**src/bfs_defines.svh**
```systemverilog
`ifndef BFS_DEFINES_SVH
`define BFS_DEFINES_SVH

// graph size limits
`define BFS_NODES 64
`define BFS_EDGE_WORDS 128

// frontier queue depth in dual-slot entries
`define BFS_Q_SIZE 64

// field widths
`define BFS_NODE_W 32
`define BFS_LEVEL_W 8

`endif
```
**src/bfs_pkg.sv**
```systemverilog
`default_nettype none

`include "bfs_defines.svh"

package bfs_pkg;

  typedef logic [`BFS_NODE_W-1:0] node_t;
  typedef logic [2*`BFS_NODE_W-1:0] pair_t; // slot 0 high, slot 1 low
  typedef logic [1:0] pair_mask_t; // bit 1 -> slot 0, bit 0 -> slot 1
  typedef logic [`BFS_LEVEL_W-1:0] level_t;

  typedef logic [$clog2(`BFS_EDGE_WORDS)-1:0] ewidx_t;
  typedef logic [3:0] ecnt_t; // edge words per node
  // offset entry is {first word index, word count}
  typedef logic [$bits(ewidx_t)+$bits(ecnt_t)-1:0] ofs_t;

  typedef enum logic [2:0] {
    POP,
    FETCH_OFS,
    FETCH_EDGE,
    CHECK,
    ENQ,
    FINISH
  } ctrl_state_t;

endpackage

`default_nettype wire

```
**src/bfs_ctrl.sv**
```systemverilog
`timescale 1ns/1ps
`default_nettype none

`include "bfs_defines.svh"

module bfs_ctrl
  import bfs_pkg::*;
(
  input  logic       clk,
  input  logic       bfs_rst,
  input  node_t      root,
  output pair_mask_t enqueue_req,
  output pair_t      wdata_in,
  output logic       dequeue_req,
  input  node_t      rdata_out,
  input  logic       queue_full,
  input  logic       queue_empty,
  output node_t      ofs_rd_node,
  input  ofs_t       ofs_rd_data,
  output ewidx_t     edge_rd_idx,
  input  pair_t      edge_rd_data,
  input  pair_mask_t edge_rd_mask,
  output node_t      chk_node0,
  output node_t      chk_node1,
  input  logic       vis0,
  input  logic       vis1,
  input  level_t     chk_level0,
  output pair_mask_t mark_en,
  output node_t      mark_node0,
  output node_t      mark_node1,
  output level_t     mark_level,
  output logic       done
);

  ctrl_state_t state;
  ctrl_state_t state_next;
  level_t cur_level;
  ewidx_t edge_idx;
  ecnt_t edge_cnt;
  pair_mask_t enq_mask;
  pair_mask_t new_mask;
  ecnt_t ofs_cnt;
  node_t nbr0;
  node_t nbr1;
  logic enq_go;

  assign nbr0 = edge_rd_data[2*`BFS_NODE_W-1:`BFS_NODE_W];
  assign nbr1 = edge_rd_data[`BFS_NODE_W-1:0];
  assign ofs_cnt = ofs_rd_data[$bits(ecnt_t)-1:0];

  // keep valid unvisited slots and drop a duplicate in slot 1
  assign new_mask[1] = edge_rd_mask[1] & ~vis0;
  assign new_mask[0] = edge_rd_mask[0] & ~vis1 & ~(edge_rd_mask[1] && nbr0 == nbr1);

  assign enq_go = ~queue_full | (enq_mask == '0); // an empty mask never stalls

  always_comb begin
    state_next = state;
    case (state)
      POP:        state_next = queue_empty ? FINISH : FETCH_OFS;
      FETCH_OFS:  state_next = (ofs_cnt == '0) ? POP : FETCH_EDGE;
      FETCH_EDGE: state_next = CHECK;
      CHECK:      state_next = ENQ;
      ENQ: begin
        if (enq_go) state_next = (edge_cnt == ecnt_t'(1)) ? POP : FETCH_EDGE;
      end
      FINISH:     state_next = FINISH;
      default:    state_next = POP;
    endcase
  end

  always_ff @(posedge clk) begin
    if (bfs_rst) begin
      state <= POP;
      done <= 1'b0;
      cur_level <= '0;
      edge_idx <= '0;
      edge_cnt <= '0;
      enq_mask <= '0;
    end else begin
      state <= state_next;
      case (state)
        POP: begin
          if (queue_empty) done <= 1'b1; // frontier drained
          else cur_level <= chk_level0;
        end
        FETCH_OFS: {edge_idx, edge_cnt} <= ofs_rd_data;
        CHECK: enq_mask <= new_mask;
        ENQ: begin
          if (enq_go) begin
            edge_idx <= edge_idx + 1'b1;
            edge_cnt <= edge_cnt - 1'b1;
          end
        end
        default: ;
      endcase
    end
  end

  assign dequeue_req = (state == POP) & ~queue_empty;
  assign ofs_rd_node = rdata_out; // offset read issued with the pop
  assign edge_rd_idx = edge_idx;

  assign chk_node0 = (state == POP) ? rdata_out : nbr0;
  assign chk_node1 = nbr1;

  // root goes in slot 1 during reset
  assign enqueue_req = bfs_rst ? 2'b01 :
                       (state == ENQ && !queue_full) ? enq_mask : 2'b00;
  assign wdata_in = bfs_rst ? {node_t'(0), root} : edge_rd_data;

  assign mark_en = bfs_rst ? 2'b01 : (state == CHECK) ? new_mask : 2'b00;
  assign mark_node0 = wdata_in[2*`BFS_NODE_W-1:`BFS_NODE_W];
  assign mark_node1 = wdata_in[`BFS_NODE_W-1:0];
  assign mark_level = bfs_rst ? level_t'(0) : level_t'(cur_level + 1'b1);

endmodule

`default_nettype wire

```
**config.mk**
```make
export PLATFORM = sky130hd
export DESIGN_NAME = bfs_ctrl
export DESIGN_NICKNAME = d
export VERILOG_FILES = /design/src/bfs_pkg.sv /design/src/bfs_ctrl.sv
export VERILOG_INCLUDE_DIRS = /design/src /design/src/src
export SDC_FILE = /design/constraint.sdc
export NUM_CORES = 1
export LEC_CHECK = 0
export BUFFER_PORTS_ARGS = -buffer_cell sky130_fd_sc_hd__buf_2
export CORE_AREA = 10 10 146 148
export CTS_BUF_LIST = sky130_fd_sc_hd__clkbuf_8
export DETAILED_ROUTE_END_ITERATION = 16
export DIE_AREA = 0 0 156 158
export HOLD_SLACK_MARGIN = 0.05
export REMOVE_ABC_BUFFERS = 1
export SLEW_MARGIN = 20
export SYNTH_ARGS = -nofsm -noshare
export SYNTH_HDL_FRONTEND = slang
export SYNTH_SLANG_ARGS = --single-unit
```
**constraint.sdc**
```tcl
create_clock -name clk -period 2.35 [get_ports clk]
set_input_delay 0.1175 -clock clk [delete_from_list [all_inputs] [get_ports clk]]
set_output_delay 0.1175 -clock clk [all_outputs]
set_load 0.02 [all_outputs]
```
==> results of run 1 <==
routing by layer:
layer,track usage [%],part of all wire (%)
met3,6.65,11
met5,0,0.034
met1,17.1,38
met2,24.8,48
met4,3.87,2.3
worst max-delay path, cell delays in order (launching register included):
cell and delay, ns:
dfxtp_1 0.48, nor3_4 0.24, buf_4 0.34, mux2_2 0.38, buf_2 0.17
cell usage after synthesis (5+ instances only):
cell and n:
a21oi_1 16, buf_2 8, buf_4 132, dfxtp_1 25, mux2_2 62, mux2i_1 8
nand2_1 27, nand3_1 6, nand4_1 8, nor2_1 28, nor2b_1 36, o21ai_0 5
o21ai_1 8, xnor2_1 31, xor2_1 7
flip-flops by register name, indices dropped and copies added (netlist names):
signal and cells:
enq_mask 2, state 3, cur_level 8, done 1, edge_rd_idx 7, edge_cnt 4
layout make-up:
type / count / area, µm² / share of cell area, %
Sequential cell: 25 / 500 / 9.72
Inverter: 2 / 7.51 / 0.146
Clock inverter: 1 / 5.00 / 0.0972
Antenna cell: 3 / 7.51 / 0.146
Timing Repair Buffer: 410 / 2090 / 40.7
Clock buffer: 3 / 41.3 / 0.802
Tap cell: 234 / 293 / 5.68
Multi-Input combinational cell: 292 / 2200 / 42.7
metrics by stage:
step                setup TNS [ns]  cells  total power, W
global placement                 0    963         0.00244
floorplan                    -2.88    319         0.00158
finish                           0    970         0.00267
global route                     0    968         0.00286
detailed placement               0    963         0.00244
CTS                              0    967         0.00270
worst min path at each step:
stage	from	endpoint
floorplan	bfs_rst	edge_rd_idx[6]$_SDFFE_PP0P_
global placement	chk_level0[7]	cur_level[7]$_SDFFE_PP0P_
detailed placement	chk_level0[7]	cur_level[7]$_SDFFE_PP0P_
CTS	chk_level0[6]	cur_level[6]$_SDFFE_PP0P_
global route	chk_level0[3]	cur_level[3]$_SDFFE_PP0P_
finish	chk_level0[6]	cur_level[6]$_SDFFE_PP0P_
logic make-up (layout without fill, tap and decap cells):
kind of cell,count (synthesis),count (layout),synth area share (%)
buffers and inverters,153,416,29.2
other,0,3,0
DFF,25,25,13.2
and+or+nand+nor,132,132,18.7
adders and majority gates,4,4,1.32
xor gates and xnor gates,38,38,8.76
AOI/OAI and AO/OA,46,46,7.74
muxes,72,72,21.1
power groups by stage:
| stage | clock, W | sequential [W] | combinational, W |
|---|---|---|---|
| floorplan | 0 | 0.000588 | 0.000988 |
| global placement | 0 | 0.000576 | 0.00186 |
| detailed placement | 0 | 0.000578 | 0.00186 |
| CTS | 0.000268 | 0.000568 | 0.00187 |
| global route | 0.000278 | 0.000582 | 0.00200 |
| finish | 0.000258 | 0.000567 | 0.00185 |
==> flow_summary.json, run 1 <==
{
  "grtUsageTotal_pct": 14.9,
  "max-clock-path-buffers": 2,
  "cts-resized-gates": 0,
  "layout_commonest_cell": "buf_2",
  "area_delta_synth_final_pct": 35.6,
  "fmax_mhz": 496,
  "hold_ws_ns": 0.0806,
  "synth.ff_latch_count": 25,
  "cts_sinks": 25,
  "nets": 893,
  "p_per_area_mw_per_mm2": 519,
  "maxSlewViolCount": 0,
  "hold_depth": 3,
  "die_width_um": 156,
  "final.period_utilization_pct": 85.7,
  "worst_slew_pin_slew_ns": 0.524,
  "drc": 0,
  "yosys.area.top_type_share_pct": 26.1,
  "layout_common_cells": "398 x buf_2, 62 x mux2_2, 36 x nor2b_1, 31 x xnor2_1, 28 x nor2_1",
  "synth.avg_cell_area_um2": 8.08,
  "crit_start": "state[1]$_SDFFE_PP0P_",
  "synth_edf_count": 0,
  "cp-start-kind": "flop",
  "portBuffers": 399,
  "p_int_w": 0.00132,
  "fin_crit_ns": 2.01,
  "crit_required_ns": 2.23,
  "synth_area_mm2": 0.00380,
  "die-area_mm2": 0.0246,
  "setup_viol": 0,
  "drive_above_1_share_pct": 66.4,
  "rr_worst_depth": 5,
  "critPathKind": "flop to primary output",
  "pwr-share-clk_pct": 9.7,
  "cts_hold_buf": 0,
  "crit_path_end": "chk_node0[9]",
  "cp.arrival_ns": 1.90,
  "clkSlewWorstSetupHoldPaths_ns": 0.10,
  "ys_async_sr_fraction_pct": 0,
  "drv_cap": 0,
  "rows": 50,
  "core_mm2": 0.0185,
  "rsz0062_at_grt": "no",
  "drt-wirelength-per-cell_um": 21.2,
  "synth_top_cell_by_area": "buf_4",
  "power_frac_seq_pct": 21.2,
  "firstDrtPassIters": 4,
  "vias": 4119,
  "status": "complete, no violations",
  "reg2reg_slack_ns": 0.63,
  "min_path_type": "primary input to flop",
  "cts_root_buf": "clkbuf_8",
  "synthFlopType": "dfxtp_1",
  "antenna_left": 0,
  "grt_start_max_net_pins": 34,
  "p_sw_w": 0.00135,
  "pre_cts_slack_ns": 0.135,
  "yosys_warnings": 0,
  "post_cts_buffers": 0,
  "switching_share_pct": 50.6,
  "die_h_um": 158,
  "grt_pass1_wl_mm": 28.4,
  "wirelength_mm": 20.5,
  "worstReg2RegEnd": "edge_rd_idx[6]$_SDFFE_PP0P_",
  "syn_inst": 470,
  "grt_pass1_vias": 4461,
  "fin_util_pct": 27.9,
  "hpwlAfterDp_mm": 18.3,
  "rr_startpoint": "state[2]$_SDFFE_PP0P_",
  "synth.area.top_cells": "buf_4 26%, mux2_2 18%, dfxtp_1 13%, xnor2_1 7.1%, nor2b_1 5.9%",
  "viasPerCell": 4.25,
  "slew_headroom_pct": 65.0,
  "h-tree-depth": 1,
  "nFillCells": 2023,
  "ios": 400,
  "end_kind": "primary output",
  "cp_max_fo": 21,
  "skew_ns": 0.0115,
  "numCtsBuffers": 3,
  "hold_viol": 0,
  "synth.distinct_cells": 48,
  "ys_seq_area_share_pct": 13.2,
  "drtIter0Drc": 288,
  "setup_slack_ns": 0.336,
  "antenna_found_initial": 4,
  "clk_latency_ns": 0.27,
  "vdd_drop_max_mv": 0.232,
  "grt_overflow": 0,
  "cts_tree": "yes",
  "p_leak_nw": 2.67,
  "postPlaceCellArea_mm2": 0.00509,
  "design_area_mm2": 0.00515,
  "gp_congestion": 0.984,
  "combinationalPowerShare_pct": 69.1,
  "start_util_pct": 20.6
}
No activity file was read; power rests on OpenSTA's default activity.
==> inputs of run 2 (changes only) <==
--- a/config.mk
+++ b/config.mk
@@ -15,2 +15,3 @@
 export REMOVE_ABC_BUFFERS = 1
+export SKIP_LAST_GASP = 1
 export SLEW_MARGIN = 20
--- a/constraint.sdc
+++ b/constraint.sdc
@@ -3,2 +3,2 @@
 set_output_delay 0.1175 -clock clk [all_outputs]
-set_load 0.02 [all_outputs]
+set_load 0.005 [all_outputs]
==> flow_summary.json, run 2 (synthesized netlist as in run 1, its figures left out) <==
{
  "design_area_mm2": 0.00512,
  "antenna_left": 0,
  "final.period_utilization_pct": 85.5,
  "cp_max_fo": 21,
  "rows": 50,
  "area_delta_synth_final_pct": 34.6,
  "wirelength_mm": 20.5,
  "antenna_found_initial": 5,
  "layout_commonest_cell": "buf_2",
  "die-area_mm2": 0.0246,
  "drtIter0Drc": 233,
  "nets": 890,
  "drv_cap": 0,
  "dpl.cell_count": 960,
  "cts_sinks": 25,
  "p_per_area_mw_per_mm2": 439,
  "slew_headroom_pct": 54.7,
  "min_from": "chk_level0[4]",
  "cp-start-kind": "flop",
  "grtUsageTotal_pct": 14.8,
  "largest_register_ff_count": 8,
  "die_h_um": 158,
  "min_path_type": "primary input to flop",
  "rsz0062_at_grt": "no",
  "use_met2_pct": 25.4,
  "worst_slew_pin_slew_ns": 0.674,
  "layout_common_cells": "398 x buf_2, 62 x mux2_2, 36 x nor2b_1, 31 x xnor2_1, 28 x nor2_1",
  "rr_startpoint": "state[0]$_SDFFE_PP0P_",
  "setup_viol": 0,
  "cts_tree": "yes",
  "max_stage_delay_ns": 0.48,
  "crit_required_ns": 2.23,
  "portBuffers": 399,
  "cts_root_buf": "clkbuf_8",
  "die_width_um": 156,
  "worstReg2RegEnd": "edge_cnt[0]$_SDFFE_PP0P_",
  "rr_worst_depth": 5,
  "numCtsBuffers": 3,
  "hold_depth": 3,
  "grtUsageMet1_pct": 17.2,
  "ios": 400,
  "drive_above_1_share_pct": 66.0,
  "busiest_layer": "met2",
  "cp_cell_sequence": "nor3_4 -> buf_4 -> mux2_2 -> buf_2",
  "cts-resized-gates": 0,
  "core_mm2": 0.0185,
  "skew_ns": 0.00672,
  "p_leak_nw": 2.66,
  "clkSlewWorstSetupHoldPaths_ns": 0.09,
  "grt_pass1_wl_mm": 28.3,
  "tns_ns": 0,
  "max-clock-path-buffers": 2,
  "firstDrtPassIters": 5,
  "holdPathEnd": "cur_level[4]$_SDFFE_PP0P_",
  "grt_pass1_vias": 4402,
  "vdd_drop_max_mv": 0.172,
  "maxSlewViolCount": 0,
  "viasPerCell": 4.27,
  "cts_hold_buf": 0,
  "vias": 4123,
  "fin_crit_ns": 2.01,
  "gp_congestion": 0.971,
  "fmax_mhz": 498,
  "grt_start_max_net_pins": 37,
  "status": "complete, no violations",
  "end_kind": "primary output",
  "regMostFlops": "cur_level",
  "clk_latency_ns": 0.26,
  "drc": 0,
  "post_cts_buffers": 0,
  "h-tree-depth": 1,
  "fin_cells": 965,
  "use_met3_pct": 6.46,
  "cp.arrival_ns": 1.89,
  "drt-wirelength-per-cell_um": 21.3,
  "reg2reg_slack_ns": 0.61,
  "postPlaceCellArea_mm2": 0.00507,
  "critPathKind": "flop to primary output",
  "hold_viol": 0,
  "start_util_pct": 20.6,
  "grt_overflow": 0,
  "hpwlAfterDp_mm": 18.2,
  "crit_slowest_cell": "dfxtp_1"
}
==> run 2: changes by cell type in the layout (fill, tap and decap cells not counted), sizes merged <==
cell / delta
clkinv: -1
inv: +1
diode: -2
buf: -3
==> run 2: power by group <==
group	internal, W	switching, W	total [W]
Combinational	0.000708	0.000719	0.00143
Clock	0.000117	0.000132	0.000249
Sequential	0.000483	0.0000866	0.000570
==> run 2: critical path, delay by kind of cell (launching register included) <==
kind	cells	cell delay, ns
DFF	1	0.48
muxes	1	0.40
and+or+nand+nor	1	0.24
buffers and inverters	2	0.49
==> run 2: layout make-up <==
class | instances | area, µm²
Clock inverter | 1 | 3.75
Sequential cell | 25 | 500
Multi-Input combinational cell | 292 | 2200
Clock buffer | 3 | 41.3
Tap cell | 234 | 293
Inverter | 2 | 7.51
Timing Repair Buffer | 407 | 2070
Antenna cell | 1 | 2.50
Fill cell | 2021 | 13300
==> run 2: per-layer routing <==
layer  routed length, µm  vias up  part of all wire, %
met4                 154        6                 0.75
met3                2200       12                   11
met1                7840     1914                   38
met2               10300      212                   50
met5                  35        -                 0.17
li1                    -     1979                    -
==> run 2: per-stage QoR <==
step	total power, W	setup slack (ns)	hold WS, ns	utilization [%]
after floorplan	0.00122	0.0758	0.180	-
after global placement	0.00202	0.157	0.358	27.5
after detailed placement	0.00202	0.228	0.362	27.5
after CTS	0.00228	0.220	0.0830	27.7
after global routing	0.00242	0.0126	0.0942	27.7
final	0.00225	0.341	0.0856	27.7
==> run 2: how the worst max path moves through the flow <==
stage                          start                        end  slack, ns  cells past startpoint
6_report       state[1]$_SDFFE_PP0P_              chk_node0[24]       0.34                      4
5_1_grt              edge_rd_data[2]                 mark_en[0]       0.01                      7
4_1_cts              edge_rd_data[7]                 mark_en[0]       0.22                      7
3_5_place_dp         edge_rd_data[7]                 mark_en[0]       0.23                      7
3_3_place_gp         edge_rd_data[4]                 mark_en[0]       0.16                      7
2_1_floorplan  state[1]$_SDFFE_PP0P_  cur_level[0]$_SDFFE_PP0P_       0.08                      3
